`src/hw/flush_pkg.sv`:
```
package flush_pkg;

   // default geometry, log2 of the line count per level
   localparam int lg_l1i_lines_default = 4;
   localparam int lg_l1d_lines_default = 4;

   // must not be smaller than the l1d value, wb lines are zero-extended
   localparam int lg_l2_lines_default = 6;

   // flush sequencer states
   typedef enum logic [2:0] {
      flush_idle = 3'd0,
      wait_both  = 3'd1, // both l1 flushes outstanding
      got_l1d    = 3'd2, // l1d done, waiting on l1i
      got_l1i    = 3'd3, // l1i done, waiting on l1d
      flush_l2   = 3'd4
   } flush_state_t;

endpackage

```
`src/hw/line_walker.sv`:
```
module line_walker
  #(parameter type index_t = logic [3:0])
   (
   input  logic   clk,
   input  logic   reset,
   input  logic   start,
   input  logic   mark_req,
   input  index_t mark_index,
   input  logic   emit_ack,
   output logic   mark_ack,
   output logic   emit_req,
   output index_t emit_index,
   output logic   done
   );

   localparam int lg_lines = $bits(index_t);
   localparam int num_lines = 1 << lg_lines;

   typedef enum logic [1:0] {
      walk_idle,
      walk_scan,
      walk_wait_ack,
      walk_wait_low
   } walk_state_t;

   walk_state_t r_state, n_state;
   index_t r_cursor, n_cursor;
   logic [num_lines-1:0] r_lines;
   logic r_mark_ack;
   logic r_emit_req, n_emit_req;
   logic r_done, n_done;
   logic mark_accept;
   logic line_clear;
   logic last_line;

   assign mark_ack = r_mark_ack;
   assign emit_req = r_emit_req;
   assign emit_index = r_cursor; // cursor holds still during a handshake
   assign done = r_done;

   // take a mark only while ack is low
   assign mark_accept = mark_req && !r_mark_ack;

   always_ff @(posedge clk)
   begin
      if (reset)
      begin
         r_mark_ack <= 1'b0;
      end
      else if (mark_accept)
      begin
         r_mark_ack <= 1'b1;
      end
      else if (!mark_req)
      begin
         r_mark_ack <= 1'b0; // source dropped req
      end
   end

   always_ff @(posedge clk)
   begin
      if (reset)
      begin
         r_lines <= '0;
      end
      else
      begin
         if (line_clear)
            r_lines[r_cursor] <= 1'b0;
         if (mark_accept)
            r_lines[mark_index] <= 1'b1; // new mark wins over a clear
      end
   end

   assign last_line = (r_cursor == index_t'(num_lines - 1));

   always_comb
   begin
      n_state = r_state;
      n_cursor = r_cursor;
      n_emit_req = r_emit_req;
      n_done = 1'b0;
      line_clear = 1'b0;

      case (r_state)
         walk_idle:
         begin
            if (start)
            begin
               n_cursor = '0;
               n_state = walk_scan;
            end
         end
         walk_scan:
         begin
            if (r_lines[r_cursor])
            begin
               n_emit_req = 1'b1;
               n_state = walk_wait_ack;
            end
            else if (last_line)
            begin
               n_done = 1'b1;
               n_state = walk_idle;
            end
            else
            begin
               n_cursor = index_t'(r_cursor + 1'b1);
            end
         end
         walk_wait_ack:
         begin
            if (emit_ack)
            begin
               n_emit_req = 1'b0;
               n_state = walk_wait_low;
            end
         end
         walk_wait_low:
         begin
            // sink has released ack, line is written back
            if (!emit_ack)
            begin
               line_clear = 1'b1;
               if (last_line)
               begin
                  n_done = 1'b1;
                  n_state = walk_idle;
               end
               else
               begin
                  n_cursor = index_t'(r_cursor + 1'b1);
                  n_state = walk_scan;
               end
            end
         end
         default:
         begin
            n_emit_req = 1'b0;
            n_state = walk_idle;
         end
      endcase
   end

   always_ff @(posedge clk)
   begin
      if (reset)
      begin
         r_state <= walk_idle;
         r_cursor <= '0;
         r_emit_req <= 1'b0;
         r_done <= 1'b0;
      end
      else
      begin
         r_state <= n_state;
         r_cursor <= n_cursor;
         r_emit_req <= n_emit_req;
         r_done <= n_done;
      end
   end

endmodule

```
`src/hw/flush_sequencer.sv`:
```
module flush_sequencer
   (
   input  logic clk,
   input  logic reset,
   input  logic flush_req_l1i,
   input  logic flush_req_l1d,
   input  logic done_l1i,
   input  logic done_l1d,
   input  logic done_l2,
   output logic start_l1i,
   output logic start_l1d,
   output logic start_l2,
   output logic in_flush_mode
   );

   import flush_pkg::*;

   flush_state_t r_state, n_state;
   logic r_flush, n_flush;
   logic r_start_l1i, n_start_l1i;
   logic r_start_l1d, n_start_l1d;
   logic r_start_l2, n_start_l2;

   assign in_flush_mode = r_flush;
   assign start_l1i = r_start_l1i;
   assign start_l1d = r_start_l1d;
   assign start_l2 = r_start_l2;

   always_comb
   begin
      n_state = r_state;
      n_flush = r_flush;
      n_start_l1i = 1'b0;
      n_start_l1d = 1'b0;
      n_start_l2 = 1'b0;

      case (r_state)
         flush_idle:
         begin
            // a missing request counts as that level already flushed
            if (flush_req_l1i || flush_req_l1d)
            begin
               n_flush = 1'b1;
               n_start_l1i = flush_req_l1i;
               n_start_l1d = flush_req_l1d;
               if (flush_req_l1i && flush_req_l1d)
                  n_state = wait_both;
               else if (flush_req_l1i)
                  n_state = got_l1d;
               else
                  n_state = got_l1i;
            end
         end
         wait_both:
         begin
            if (done_l1i && done_l1d)
            begin
               n_start_l2 = 1'b1;
               n_state = flush_l2;
            end
            else if (done_l1d)
            begin
               n_state = got_l1d;
            end
            else if (done_l1i)
            begin
               n_state = got_l1i;
            end
         end
         got_l1d:
         begin
            if (done_l1i)
            begin
               n_start_l2 = 1'b1;
               n_state = flush_l2;
            end
         end
         got_l1i:
         begin
            if (done_l1d)
            begin
               n_start_l2 = 1'b1;
               n_state = flush_l2;
            end
         end
         flush_l2:
         begin
            if (done_l2)
            begin
               n_flush = 1'b0;
               n_state = flush_idle;
            end
         end
         default:
         begin
            n_flush = 1'b0;
            n_state = flush_idle;
         end
      endcase
   end

   always_ff @(posedge clk)
   begin
      if (reset)
      begin
         r_state <= flush_idle;
         r_flush <= 1'b0;
         r_start_l1i <= 1'b0;
         r_start_l1d <= 1'b0;
         r_start_l2 <= 1'b0;
      end
      else
      begin
         r_state <= n_state;
         r_flush <= n_flush;
         r_start_l1i <= n_start_l1i;
         r_start_l1d <= n_start_l1d;
         r_start_l2 <= n_start_l2;
      end
   end

endmodule

```
`src/hw/cache_flush_top.sv`:
```
module cache_flush_top
  #(parameter int lg_l1i_lines = flush_pkg::lg_l1i_lines_default,
    parameter int lg_l1d_lines = flush_pkg::lg_l1d_lines_default,
    parameter int lg_l2_lines  = flush_pkg::lg_l2_lines_default)
   (
   input  logic                    clk,
   input  logic                    reset,
   input  logic                    flush_req_l1i,
   input  logic                    flush_req_l1d,

   // fills into l1i
   input  logic                    fill_req,
   input  logic [lg_l1i_lines-1:0] fill_line,
   output logic                    fill_ack,

   // stores into l1d
   input  logic                    store_req,
   input  logic [lg_l1d_lines-1:0] store_line,
   output logic                    store_ack,

   // l1i invalidate reports
   output logic                    inv_req,
   output logic [lg_l1i_lines-1:0] inv_line,
   input  logic                    inv_ack,

   // l2 writebacks to memory
   output logic                    mem_req,
   output logic [lg_l2_lines-1:0]  mem_line,
   input  logic                    mem_ack,

   output logic                    in_flush_mode
   );

   typedef logic [lg_l1i_lines-1:0] l1i_index_t;
   typedef logic [lg_l1d_lines-1:0] l1d_index_t;
   typedef logic [lg_l2_lines-1:0]  l2_index_t;

   logic start_l1i;
   logic start_l1d;
   logic start_l2;
   logic done_l1i;
   logic done_l1d;
   logic done_l2;

   // l1d to l2 writeback handshake
   logic       wb_req;
   logic       wb_ack;
   l1d_index_t wb_line;
   l2_index_t  wb_line_l2;

   assign wb_line_l2 = l2_index_t'(wb_line); // zero-extend into l2 index

   flush_sequencer seq0
     (
      .clk(clk),
      .reset(reset),
      .flush_req_l1i(flush_req_l1i),
      .flush_req_l1d(flush_req_l1d),
      .done_l1i(done_l1i),
      .done_l1d(done_l1d),
      .done_l2(done_l2),
      .start_l1i(start_l1i),
      .start_l1d(start_l1d),
      .start_l2(start_l2),
      .in_flush_mode(in_flush_mode)
      );

   line_walker #(.index_t(l1i_index_t)) l1i_walk0
     (
      .clk(clk),
      .reset(reset),
      .start(start_l1i),
      .mark_req(fill_req),
      .mark_index(fill_line),
      .emit_ack(inv_ack),
      .mark_ack(fill_ack),
      .emit_req(inv_req),
      .emit_index(inv_line),
      .done(done_l1i)
      );

   line_walker #(.index_t(l1d_index_t)) l1d_walk0
     (
      .clk(clk),
      .reset(reset),
      .start(start_l1d),
      .mark_req(store_req),
      .mark_index(store_line),
      .emit_ack(wb_ack),
      .mark_ack(store_ack),
      .emit_req(wb_req),
      .emit_index(wb_line),
      .done(done_l1d)
      );

   // dirty lines arrive from l1d even while this level is walking
   line_walker #(.index_t(l2_index_t)) l2_walk0
     (
      .clk(clk),
      .reset(reset),
      .start(start_l2),
      .mark_req(wb_req),
      .mark_index(wb_line_l2),
      .emit_ack(mem_ack),
      .mark_ack(wb_ack),
      .emit_req(mem_req),
      .emit_index(mem_line),
      .done(done_l2)
      );

endmodule

```
`config.mk`:
```
export PLATFORM = sky130hd
export DESIGN_NAME = cache_flush_top
export DESIGN_NICKNAME = d
export VERILOG_FILES = /design/src/hw/flush_pkg.sv /design/src/hw/line_walker.sv /design/src/hw/flush_sequencer.sv /design/src/hw/cache_flush_top.sv
export SDC_FILE = /design/constraint.sdc
export NUM_CORES = 1
export LEC_CHECK = 0
export BUFFER_PORTS_ARGS = -buffer_cell sky130_fd_sc_hd__buf_2
export CORE_UTILIZATION = 57
export DETAILED_ROUTE_END_ITERATION = 16
export GPL_TIMING_DRIVEN = 0
export PLACE_DENSITY_LB_ADDON = 0.08
export SETUP_SLACK_MARGIN = 0.02
export SLEW_MARGIN = 20
export SYNTH_ARGS = -nofsm -noshare
export SYNTH_HDL_FRONTEND = slang
export SYNTH_HIERARCHICAL = 1
export SYNTH_SLANG_ARGS = --single-unit
```
`constraint.sdc`:
```
create_clock -name clk -period 3.6 [get_ports clk]
set_input_delay 0.72 -clock clk [delete_from_list [all_inputs] [get_ports clk]]
set_output_delay 0.72 -clock clk [all_outputs]
set_load 0.1 [all_outputs]
```
==> out/results.md <==
| Item | Value |
|---|---|
| Io pins | 31 |
| Top layer used by detailed routing | met4 |
| Final hold violations | 0 |
| Via total after detailed routing | 6589 |
| Total buffers and inverters traversed by the critical path | 3 |
| Starting density of the core | 59.4% |
| Post-CTS Hold Buffers | 0 |
| Final core area utilization | 67.4% |
| Deepest level of the CTS H-tree | 4 |
| IO buf count | 30 |
| Mapped Cells | 842 |
| Proportion of synthesized flip-flops having asynchronous set or reset | 0% |
| Remaining Overflow, GRT | 0 |
| Slowest cell on crit path | buf_1 |
| Worst-case clock buffer depth | 2 |
| Share of power burned in the clock network | 49.7% |
| Layout cell share with drive strength beyond 1 | 11.8% |
| Post-detailed-route via-to-cell ratio | 6.29 |
| Ordered list of cells on the worst path | buf_2 -> buf_1 -> mux2i_1 -> nor3_1 -> a21oi_1 -> nand3_1 -> a22oi_4 -> a31oi_2 -> buf_6 -> or4b_1 -> nand2_1 |
| RSZ-0062 raised after global routing | no |
| Post-detailed-route wirelength per cell | 18.3 µm |
| Share of power burned in combinational logic | 7.7% |
| Largest area contributor in the netlist | dfxtp_1 |
| Worst R2R End | l2_walk0/emit_index[2]$_SDFFE_PP0P_ |
| Source of the worst hold timing path | l1d_walk0/r_lines[0]$_SDFF_PP0_ |
| Detail Route Antenna Nets | 0 |
| Largest vdd supply drop | 0.359 mV |
| Die span in y | 112 µm |
| R2R depth | 11 |
| Area of the core region | 11600 µm² |
| Flip-flop cell with the highest count after synthesis | dfxtp_1 |
| Fmax achieved | 319 MHz |
| Router iterations before antenna repair | 6 |
| Global routing usage summed across all routing layers | 31.8% |
| Number of placement rows | 39 |
| CTS buffer count | 17 |
| Post-CTS sizing | 0 |
| Fill cell total of the finished layout | 1005 |
| Type of element launching the critical path | register |
| Library cell with the highest instance count after synthesis | dfxtp_1 |
| Share of synthesized area occupied by flip-flops and latches | 38.3% |
| Endpoint of the worst hold-timing path | l1d_walk0/r_lines[0]$_SDFF_PP0_ |
| Final-report setup violation count | 0 |
| P&R area growth vs syn | 13.6% |
| Routed wl met3 | 1.27 mm |
| Count of buffers added by post-CTS timing repair for setup | 0 |
| Die Span X | 112 µm |
| Post-synth EDFFs | 0 |
| Routed Wire Length | 19.2 mm |
| Final critical delay including setup and external delays | 3.13 ns |
| Clock latency of the later-clocked register in the worst-skew pair | 0.42 ns |
| Worst stage delay on the critical path | 0.50 ns |
| Worst setup path class | reg -> reg |
| Largest clock skew in the final design | 0.00594 ns |
| Leading post-synthesis cells by cell area | dfxtp_1 (38%), a21oi_1 (8.6%), o21ai_0 (7.2%) |
| Worst path top cell family by delay | buffers and inverters |
| # Max-Cap Violations | 0 |
| Hold Crit Class | reg -> reg |
| Synthesized area | 6890 µm² |
| Clock transition time at the flip-flop clock pins of the worst setup and hold paths | 0.06 ns |
| R2r setup slk | 0.47 ns |
| Wire length on met2 | 9.39 mm |
| RD Place Congestion | 0.899 |
| Worst Hold Margin | 0.474 ns |
| Period utilisation layout | 87.0% |
| CP Max Fanout | 10 |
| Root buffer cell | clkbuf_16 |
| Area share of the largest cell type after synthesis | 38.3% |
| Initial antenna violation count | 0 |
| Count of yosys warnings during synthesis | 6 |
| Global-route wire length before repair | 31.5 mm |
| Syn Area/Cell | 8.19 µm² |
| Hold-critical path depth | 2 |
| Antenna fix cells | 0 |
| Number of distinct library cells after synthesis | 73 |
| Required time of the critical path | 3.97 ns |
| Largest net degree at the start of global routing | 21 |
| Number of max-slew violations in the final report | 0 |
| Iteration-0 DRC Markers | 573 |
| Routed metal-1 wire length | 8.00 mm |
| Kind of capture point of the worst setup path | register |
| Cell internal power dissipation | 2690 µW |
| Pwr dens | 452 nW/µm² |
| Via count of the first global-routing pass | 6318 |
| Max_slew headroom | 27.3% |
| Relative contribution of sequential cells to total power | 42.6% |
| Switching fraction of total power | 24.1% |
| Crit path arrival time | 3.50 ns |
| Switching component of the power | 854 µW |
| Post-synth top cells | dfxtp_1 (132), a21oi_1 (119), nand2_1 (118), o21ai_0 (99), clkbuf_1 (38) |
| Total negative slack for setup checks | 0 ns |
| Result of the run | completed |
| Area of the die | 12500 µm² |
| Reported leakage power | 0.00260 µW |
| Post-synthesis sequential element count | 132 |
| Dpl hpwl | 13.2 mm |
| Total DRC errors in the routed layout | 0 |
| CTS tree | yes |
| Clock Sink Count | 132 |
| Number of nets in the layout | 917 |
| RR Startpoint | l2_walk0/emit_index[2]$_SDFFE_PP0P_ |
| Tightest Pin Transition | 1.08 ns |
## flip-flops by register name, summed over array words and instances, names as in the netlist, 3 cells and up, named ones only
register and cells:
l1i_walk0/r_lines 16, l2_walk0/emit_index 6, l1d_walk0/emit_index 4, l2_walk0/r_lines 64, seq0/r_state 3, l1d_walk0/r_lines 16
l1i_walk0/emit_index 4
## worst max-delay path by stage
stage | start | endpoint | cells after the start
final | l2_walk0/emit_index[2]$_SDFFE_PP0P_ | l2_walk0/emit_index[2]$_SDFFE_PP0P_ | 11
after global routing | l2_walk0/emit_index[2]$_SDFFE_PP0P_ | l2_walk0/emit_index[2]$_SDFFE_PP0P_ | 11
after CTS | l2_walk0/emit_index[2]$_SDFFE_PP0P_ | l2_walk0/emit_index[2]$_SDFFE_PP0P_ | 11
after detailed placement | l2_walk0/emit_index[2]$_SDFFE_PP0P_ | l2_walk0/emit_index[2]$_SDFFE_PP0P_ | 11
after global placement | l2_walk0/emit_index[2]$_SDFFE_PP0P_ | l2_walk0/emit_index[3]$_SDFFE_PP0P_ | 11
after floorplan | l2_walk0/emit_index[0]$_SDFFE_PP0P_ | l2_walk0/emit_index[2]$_SDFFE_PP0P_ | 10
## placed cells by master, fill, tap and decap left out, types with 4 or more instances in the layout
cell        netlist  final
mux4_2           11     11
buf_2             7     37
and3b_1           7      7
nor2b_1          25     25
nor3_1           22     22
clkbuf_1         38     40
o22ai_1           6      6
or3b_1            4      4
mux2_1            4      4
a21oi_1         119    119
ha_1              9      9
and3_1            6      6
dfxtp_1         132    132
o21ai_0          99     99
nand2b_1         13     13
inv_1            18     18
nor3b_1          10     10
nand3b_1          7      7
nor2_1           31     31
mux2_2            4      4
buf_1             5      5
mux2i_1          25     25
nand4_1           4      4
buf_6             5      5
o31ai_1           6      6
a211oi_1          5      5
nand3_1          24     24
or3_1             9      9
clkbuf_16         0     17
clkinvlp_4        0      5
o211ai_1          5      5
nand2_1         118    118
## worst reg2reg max path: stages (launching register included)
cell and delay (ns):
dfxtp_1 0.42, buf_2 0.34, buf_1 0.50, mux2i_1 0.27
nor3_1 0.10, a21oi_1 0.17, nand3_1 0.14, a22oi_4 0.25
a31oi_2 0.17, buf_6 0.17, or4b_1 0.46, nand2_1 0.08
## through the flow
step | total power [µW] | instance area (µm²) | setup WS (ns) | std cells
after CTS | 3560 | 7830 | 0.464 | 1048
final | 3540 | 7830 | 0.468 | 1048
after floorplan | 1740 | 6900 | 0.309 | 843
after global placement | 1790 | 7230 | 0.528 | 1016
after global routing | 3660 | 7830 | 0.272 | 1048
after detailed placement | 1800 | 7230 | 0.485 | 1016
## final cells by class
| cell class | instances | area, µm² | share of cell area (%) |
|---|---|---|---|
| Multi-Input combinational cell | 637 | 3930 | 50.2 |
| Sequential cell | 132 | 2640 | 33.8 |
| Clock buffer | 20 | 447 | 5.71 |
| Buffer | 56 | 260 | 3.32 |
| Tap cell | 143 | 179 | 2.29 |
| Clock inverter | 12 | 155 | 1.98 |
| Timing Repair Buffer | 30 | 150 | 1.92 |
| Inverter | 18 | 67.6 | 0.863 |
## metal layers
| metal | up-vias | global-route usage, % |
|---|---|---|
| li1 | 3138 | - |
| met1 | 3125 | 39.6 |
| met2 | 278 | 53.8 |
| met3 | 48 | 5.77 |
| met4 | 0 | 14.1 |
| met5 | - | 0 |
## logic make-up (layout without fill, tap and decap cells)
group / count (synthesis) / count (layout) / share of synthesized area, %
AND/OR/NAND/NOR: 300 / 300 / 22.3
XOR/XNOR: 1 / 1 / 0.127
other: 1 / 2 / 0.0544
AO/OA/AOI/OAI: 281 / 281 / 24.2
buffers and inverters: 74 / 136 / 4.75
multiplexers: 44 / 44 / 8.53
flip-flops: 132 / 132 / 38.3
adder cells (fa/ha/maj): 9 / 9 / 1.63
## power by group through the flow
stage,logic (µW),clock network [µW],registers [µW]
floorplan,169,0,1570
global placement,254,0,1540
detailed placement,264,0,1540
CTS,267,1780,1510
global route,299,1850,1510
finish,273,1760,1510
No activity file was read; power rests on OpenSTA's default activity.
